File: config.mk
export PLATFORM = sky130hd
export DESIGN_NAME = dma_read_engine
export DESIGN_NICKNAME = d
export VERILOG_FILES = /design/src/dma_axi_pkg.sv /design/src/dma_ctrl_pkg.sv /design/src/axi_burst_reader.sv /design/src/dma_read_engine.sv /design/src/fifo_to_stream.sv /design/src/sync_fifo.sv
export SDC_FILE = /design/constraint.sdc
export NUM_CORES = 1
export LEC_CHECK = 0
export BUFFER_PORTS_ARGS = -buffer_cell sky130_fd_sc_hd__buf_4
export CORE_MARGIN = 2
export CORE_UTILIZATION = 40
export CTS_BUF_LIST = sky130_fd_sc_hd__clkbuf_16
export DETAILED_ROUTE_END_ITERATION = 7
export PLACE_DENSITY = 0.6
export SYNTH_ARGS = -nofsm -noshare
export SYNTH_HDL_FRONTEND = slang
export SYNTH_HIERARCHICAL = 1
export SYNTH_SLANG_ARGS = --single-unit
File: constraint.sdc
create_clock -name clk_i -period 7.19 [get_ports clk_i]
set_clock_uncertainty 0.2 [all_clocks]
set_input_delay 0 -clock clk_i [delete_from_list [all_inputs] [get_ports clk_i]]
set_output_delay 0 -clock clk_i [all_outputs]
set_load 0.02 [all_outputs]
File: src/dma_axi_pkg.sv
`default_nettype none

package dma_axi_pkg;

   localparam int AXI_ADDR_W = 32;
   localparam int AXI_DATA_W = 32;
   localparam int AXI_LEN_W  = 4;
   localparam int AXI_ID_W   = 1;

   typedef logic [AXI_ADDR_W-1:0] axi_addr_t;
   typedef logic [AXI_DATA_W-1:0] axi_data_t;

   // Beats minus one
   typedef logic [AXI_LEN_W-1:0] axi_len_t;

   typedef logic [AXI_ID_W-1:0] axi_id_t;

   typedef logic [1:0] axi_resp_t;

   // Read address payload
   typedef struct packed {
      axi_addr_t addr;
      axi_len_t  len;
      axi_id_t   id;
   } axi_ar_t;

   // Read data payload
   typedef struct packed {
      axi_data_t data;
      axi_resp_t resp;
      logic      last;
      axi_id_t   id;
   } axi_r_t;

endpackage

`default_nettype wire

File: src/dma_ctrl_pkg.sv
`default_nettype none

package dma_ctrl_pkg;

   import dma_axi_pkg::*;

   localparam int DMA_RLEN_W = 16;
   localparam int FIFO_DEPTH = 1 << AXI_LEN_W;

   // 1 to 16 words
   typedef logic [AXI_LEN_W:0] burst_len_t;

   // 0 to 16 words
   typedef logic [AXI_LEN_W:0] fifo_level_t;

   typedef logic [DMA_RLEN_W-1:0] rlen_t;

   typedef enum logic [0:0] {
      WAIT_START,
      WAIT_SPACE
   } engine_state_t;

   typedef enum logic [1:0] {
      RD_IDLE,
      RD_ADDR,
      RD_DATA
   } reader_state_t;

endpackage

`default_nettype wire

File: src/axi_burst_reader.sv
`timescale 1ns/1ps
`default_nettype none

module axi_burst_reader
   import dma_axi_pkg::*, dma_ctrl_pkg::*;
(
   input  wire        clk_i,
   input  wire        reset_i,

   input  wire        burst_start_i,
   input  axi_addr_t  burst_addr_i,
   input  burst_len_t burst_len_i,
   output logic       busy_o,

   // AXI read address channel
   output logic       arvalid_o,
   input  wire        arready_i,
   output axi_ar_t    ar_o,

   // AXI read data channel
   input  wire        rvalid_i,
   output logic       rready_o,
   input  axi_r_t     r_i,

   // FIFO write side
   input  wire        fifo_full_i,
   output logic       fifo_wen_o,
   output axi_data_t  fifo_wdata_o
);

   reader_state_t state;
   axi_addr_t     addr_q;
   burst_len_t    len_q;
   burst_len_t    len_m1;
   logic          beat;

   assign len_m1 = len_q - burst_len_t'(1);

   always_comb begin
      ar_o.addr = addr_q;
      ar_o.len  = len_m1[AXI_LEN_W-1:0];
      ar_o.id   = '0;
   end

   // Strobe counts as busy so the engine sees no idle gap
   assign busy_o = (state != RD_IDLE) || burst_start_i;

   assign arvalid_o = (state == RD_ADDR);
   assign rready_o  = (state == RD_DATA) && !fifo_full_i;

   assign beat         = rvalid_i && rready_o;
   assign fifo_wen_o   = beat;
   assign fifo_wdata_o = r_i.data;

   always_ff @(posedge clk_i) begin
      if (reset_i) begin
         state <= RD_IDLE;
      end else begin
         case (state)
            RD_IDLE: begin
               if (burst_start_i) begin
                  state <= RD_ADDR;
               end
            end
            RD_ADDR: begin
               if (arready_i) begin
                  state <= RD_DATA;
               end
            end
            RD_DATA: begin
               if (beat && r_i.last) begin
                  state <= RD_IDLE;
               end
            end
            default: begin
               state <= RD_IDLE;
            end
         endcase
      end
   end

   // Request captured at the strobe, held through the burst
   always_ff @(posedge clk_i) begin
      if ((state == RD_IDLE) && burst_start_i) begin
         addr_q <= burst_addr_i;
         len_q  <= burst_len_i;
      end
   end

endmodule

`default_nettype wire

File: src/dma_read_engine.sv
`timescale 1ns/1ps
`default_nettype none

module dma_read_engine
   import dma_axi_pkg::*, dma_ctrl_pkg::*;
(
   input  wire        clk_i,
   input  wire        reset_i,

   // Control
   input  wire        start_i,
   input  axi_addr_t  addr_i,
   input  rlen_t      length_i,
   input  burst_len_t max_len_i,
   output logic       busy_o,
   output rlen_t      remaining_o,

   // AXI read address channel
   output logic       arvalid_o,
   input  wire        arready_i,
   output axi_ar_t    ar_o,

   // AXI read data channel
   input  wire        rvalid_i,
   output logic       rready_o,
   input  axi_r_t     r_i,

   // Output stream
   output logic       tvalid_o,
   input  wire        tready_i,
   output axi_data_t  tdata_o
);

   engine_state_t state;
   engine_state_t state_nxt;
   rlen_t         remaining_q;
   rlen_t         remaining_nxt;
   axi_addr_t     addr_q;
   axi_addr_t     addr_nxt;
   burst_len_t    next_len;
   logic          burst_go;

   // Request to the reader, one cycle after the decision
   logic          burst_start;
   axi_addr_t     burst_addr;
   burst_len_t    burst_len;
   logic          reader_busy;

   logic          fifo_wen;
   axi_data_t     fifo_wdata;
   logic          fifo_full;
   logic          fifo_ren;
   axi_data_t     fifo_rdata;
   logic          fifo_empty;
   fifo_level_t   fifo_level;
   fifo_level_t   space_in_fifo;

   assign space_in_fifo = fifo_level_t'(FIFO_DEPTH) - fifo_level;

   assign busy_o      = (state != WAIT_START);
   assign remaining_o = remaining_q;

   always_comb begin
      state_nxt     = state;
      remaining_nxt = remaining_q;
      addr_nxt      = addr_q;
      next_len      = '0;
      burst_go      = 1'b0;

      case (state)
         WAIT_START: begin
            if (start_i) begin
               remaining_nxt = length_i;
               addr_nxt      = addr_i;
               state_nxt     = WAIT_SPACE;
            end
         end
         WAIT_SPACE: begin
            if (!reader_busy) begin
               if (remaining_q == '0) begin
                  state_nxt = WAIT_START;
               end else begin
                  // Tail burst if it fits, else a full max_len burst
                  if ((remaining_q <= rlen_t'(space_in_fifo)) &&
                      (remaining_q <= rlen_t'(max_len_i))) begin
                     next_len = burst_len_t'(remaining_q);
                  end else if (space_in_fifo >= max_len_i) begin
                     next_len = max_len_i;
                  end

                  if (next_len != '0) begin
                     burst_go      = 1'b1;
                     remaining_nxt = remaining_q - rlen_t'(next_len);
                     addr_nxt      = addr_q + (axi_addr_t'(next_len) << 2);
                  end
               end
            end
         end
      endcase
   end

   always_ff @(posedge clk_i) begin
      if (reset_i) begin
         state       <= WAIT_START;
         remaining_q <= '0;
         burst_start <= 1'b0;
      end else begin
         state       <= state_nxt;
         remaining_q <= remaining_nxt;
         burst_start <= burst_go;
      end
   end

   always_ff @(posedge clk_i) begin
      addr_q <= addr_nxt;
      if (burst_go) begin
         burst_addr <= addr_q;
         burst_len  <= next_len;
      end
   end

   axi_burst_reader reader_inst (
      .clk_i        (clk_i),
      .reset_i      (reset_i),
      .burst_start_i(burst_start),
      .burst_addr_i (burst_addr),
      .burst_len_i  (burst_len),
      .busy_o       (reader_busy),
      .arvalid_o    (arvalid_o),
      .arready_i    (arready_i),
      .ar_o         (ar_o),
      .rvalid_i     (rvalid_i),
      .rready_o     (rready_o),
      .r_i          (r_i),
      .fifo_full_i  (fifo_full),
      .fifo_wen_o   (fifo_wen),
      .fifo_wdata_o (fifo_wdata)
   );

   sync_fifo buffer_inst (
      .clk_i   (clk_i),
      .reset_i (reset_i),
      .w_en_i  (fifo_wen),
      .w_data_i(fifo_wdata),
      .full_o  (fifo_full),
      .r_en_i  (fifo_ren),
      .r_data_o(fifo_rdata),
      .empty_o (fifo_empty),
      .level_o (fifo_level)
   );

   fifo_to_stream stream_inst (
      .clk_i       (clk_i),
      .reset_i     (reset_i),
      .fifo_empty_i(fifo_empty),
      .fifo_read_o (fifo_ren),
      .fifo_rdata_i(fifo_rdata),
      .tvalid_o    (tvalid_o),
      .tdata_o     (tdata_o),
      .tready_i    (tready_i)
   );

endmodule

`default_nettype wire

File: src/fifo_to_stream.sv
`timescale 1ns/1ps
`default_nettype none

module fifo_to_stream
   import dma_axi_pkg::*;
(
   input  wire       clk_i,
   input  wire       reset_i,

   input  wire       fifo_empty_i,
   output logic      fifo_read_o,
   input  axi_data_t fifo_rdata_i,

   output logic      tvalid_o,
   output axi_data_t tdata_o,
   input  wire       tready_i
);

   // Word sitting on the FIFO read port, not yet taken
   logic      rd_pend;
   logic      out_full;
   logic      move;
   axi_data_t out_q;

   // Output register refills when empty or draining this cycle
   assign move = rd_pend && (!out_full || tready_i);

   // FIFO read port holds its word until the next read
   assign fifo_read_o = !fifo_empty_i && (!rd_pend || move);

   assign tvalid_o = out_full;
   assign tdata_o  = out_q;

   always_ff @(posedge clk_i) begin
      if (reset_i) begin
         rd_pend  <= 1'b0;
         out_full <= 1'b0;
      end else begin
         if (fifo_read_o) begin
            rd_pend <= 1'b1;
         end else if (move) begin
            rd_pend <= 1'b0;
         end
         if (move) begin
            out_full <= 1'b1;
         end else if (tready_i) begin
            out_full <= 1'b0;
         end
      end
   end

   always_ff @(posedge clk_i) begin
      if (move) begin
         out_q <= fifo_rdata_i;
      end
   end

endmodule

`default_nettype wire

File: src/sync_fifo.sv
`timescale 1ns/1ps
`default_nettype none

module sync_fifo
   import dma_axi_pkg::*, dma_ctrl_pkg::*;
(
   input  wire         clk_i,
   input  wire         reset_i,
   input  wire         w_en_i,
   input  axi_data_t   w_data_i,
   output logic        full_o,
   input  wire         r_en_i,
   output axi_data_t   r_data_o,
   output logic        empty_o,
   output fifo_level_t level_o
);

   axi_data_t            mem [FIFO_DEPTH];
   logic [AXI_LEN_W-1:0] w_ptr;
   logic [AXI_LEN_W-1:0] r_ptr;
   fifo_level_t          level;
   logic                 do_write;
   logic                 do_read;

   assign full_o  = (level == fifo_level_t'(FIFO_DEPTH));
   assign empty_o = (level == '0);
   assign level_o = level;

   // Overflow and underflow attempts are dropped
   assign do_write = w_en_i && !full_o;
   assign do_read  = r_en_i && !empty_o;

   always_ff @(posedge clk_i) begin
      if (reset_i) begin
         w_ptr <= '0;
         r_ptr <= '0;
         level <= '0;
      end else begin
         if (do_write) begin
            w_ptr <= w_ptr + 1'b1;
         end
         if (do_read) begin
            r_ptr <= r_ptr + 1'b1;
         end
         if (do_write && !do_read) begin
            level <= level + 1'b1;
         end else if (do_read && !do_write) begin
            level <= level - 1'b1;
         end
      end
   end

   always_ff @(posedge clk_i) begin
      if (do_write) begin
         mem[w_ptr] <= w_data_i;
      end
   end

   // Registered read port, data follows r_en_i by one cycle
   always_ff @(posedge clk_i) begin
      if (do_read) begin
         r_data_o <= mem[r_ptr];
      end
   end

endmodule

`default_nettype wire

==> impl_metrics.yaml <==
status:
  status: "finished clean"
synth:
  syn_inst: 1533
  yosys_warnings: 6
  syn-num-nets: 1667
  netlist_area_mm2: 0.02837
  avgSynthCellArea_um2: 18.50
floorplanning:
  die_area_mm2: 0.07306
  io_pins: 184
  floorplan.initialDensity_pct: 40.44
  rows: 97
  die_h_um: 270.3
  die_w_um: 270.3
  coreArea_mm2: 0.07015
critical_path:
  r2r-end: "addr_q[25]"
  crit_path_start: "buffer_inst/level_o[0]"
  r2r_start: "buffer_inst/level_o[0]"
  crit_path_max_fanout: 13
  crit_path_end_kind: "flip-flop"
  startpoint_type: "flip-flop"
  critical_path_required_ps: 7360
  worstSetupPathType: "reg -> reg"
  r2r_setup_slack_ps: 1550
  crit_end: "addr_q[25]"
  reg2reg_depth: 20
  crit_arrival_ps: 5810
global_routing:
  grt_pass1_wl_um: 95950
  antenna_found_initial: 3
  track_usage_pct: 17.47
  grt_overflow: 0
  grt_max_degree: 97
  grt_pass1_vias: 15390
flow_run:
  cap_violations: 0
pwr:
  pwr-share-seq_pct: 44.8
  combPwrFrac_pct: 22.2
  fin_total_pwr_mw: 12.21
  power.density_mw_per_mm2: 354.1
  vdd_drop_max_uv: 224.4
  p_clk_share_pct: 33.0
  swShare_pct: 28.87
  p_leak_nw: 11.62
  netSwitchingPower_mw: 3.526
  p_int_mw: 8.687
route:
  ant_nets: 0
  avgRoutedWirePerCell_um: 22.46
  drc: 0
  firstDrtPassIters: 7
  wl_um: 63800
  avgViaCountPerCell: 5.297
  drtIter0Drc: 1311
  vias: 15050
sta:
  worst_pin_slew_ps: 1214
  rsz0062_at_grt: "false"
  fin_crit_sh_pct: 78.47
  whs_ps: 32.61
  hold_viol_final: 0
  drv_slew: 0
  finalSetupViolations: 0
  fin_tns_setup_ps: 0
  slew_headroom_pct: 19.07
  period_minus_slack_ps: 5642
  finalWorstSetupSlack_ps: 1548
  timing.fmax_ghz: 0.1772
clock_tree:
  cts_setup_buffers: 0
  cts_root_buf: "clkbuf_16"
  cts.repair.resized: 0
  clock_path_buffers: 3
  htreeDepth: 3
  clk_latency_ps: 630
  cts_hold_buf: 117
  cts_tree: "built"
  cts.sinks: 715
  clk_pin_slew_ps: 60
  cts_buffers: 78
layout:
  seq_area_mm2: 0.02113
  nets: 1969
  multi_input_area_mm2: 0.006683
  area_growth_pct: 21.60
  fin_area_mm2: 0.03449
  num-fill-cells: 5842
  drive_above_1_share_pct: 26.54
placed_design:
  gpl.final_weighted_congestion: 0.8418
  place_ws_ps: 1606
  portBuffers: 179
  place_area_mm2: 0.03070
  place_hpwl_um: 34050
min_path:
  hold_class: "in -> reg"
## worst min path at each step
stage / cells after the start / slack [ps] / to / from
after floorplan: 1 / -130 / stream_inst/rd_pend / reset_i
after global placement: 3 / 20 / remaining_o[8] / length_i[8]
after detailed placement: 3 / 20 / remaining_o[8] / length_i[8]
after CTS: 2 / 2 / buffer_inst/mem[14][25] / r_i[29]
after global routing: 2 / 50 / buffer_inst/mem[14][14] / r_i[18]
final: 2 / 30 / buffer_inst/mem[10][14] / r_i[18]
## cell type report
class | count | area share, %
Sequential cell | 715 | 61.25
Multi-Input combinational cell | 677 | 19.37
Timing Repair Buffer | 323 | 7.915
Clock buffer | 79 | 5.731
Tap cell | 940 | 3.410
Clock inverter | 65 | 1.861
Inverter | 40 | 0.4425
Antenna cell | 2 | 0.01451
## cell usage in the layout, fill, tap and decap left out, drive strengths merged, types with 10 or more instances in the layout
master,n
nor2b,16
nor3,20
o21ai,11
inv,57
xor2,16
buf,206
a22oi,68
nand2,69
clkinv,34
a21oi,51
dlygate4sd3,117
clkbuf,79
nor2,90
mux4,128
nand2b,13
and3,10
xnor2,22
edfxtp,680
nand3,10
dfxtp,35
ha,36
## sequential cells by signal, indices dropped and copies added, names as in the netlist, 5 cells and up
register and flops:
buffer_inst/mem 512, addr_q 32, buffer_inst/r_data_o 32, burst_addr 32, reader_inst/addr_q 32, stream_inst/tdata_o 32
remaining_o 16, buffer_inst/level_o 5
## through the flow
step / utilization [%] / instances
2_1_floorplan: - / 1533
3_3_place_gp: 43.76 / 2578
3_5_place_dp: 43.76 / 2578
4_1_cts: 49.17 / 2839
5_1_grt: 49.17 / 2841
6_report: 49.17 / 2841
## worst max-delay path, stage by stage (launching register included)
cell      delay, ps
dfxtp_1         490
inv_1           110
ha_1            240
nor3b_1         150
xor2_1          220
inv_1            70
ha_1            290
and3_1          180
o21ai_0          70
a32o_1          180
o2111a_4        330
nor2_1           70
a21oi_1         380
inv_1           150
ha_1            290
a21o_1          160
a21oi_1         240
o21bai_1        100
a21oi_1         950
nor3_1          170
a221o_1         350
## metal layers
layer | track usage [%] | part of all wire, % | wire, µm
met5 | 0 | 0.020 | 13
met4 | 5.467 | 2.5 | 1599
met3 | 2.818 | 5.5 | 3506
met2 | 29.19 | 49 | 31440
met1 | 23.54 | 43 | 27250
## power groups by stage
stage | registers, mW | logic [mW] | clock network [mW]
global placement | 5.56 | 2.62 | 0
global route | 5.53 | 2.98 | 4.28
detailed placement | 5.57 | 2.66 | 0
CTS | 5.49 | 2.74 | 4.12
floorplan | 5.52 | 1.88 | 0
finish | 5.48 | 2.71 | 4.03
No activity file was read; power rests on OpenSTA's default activity.
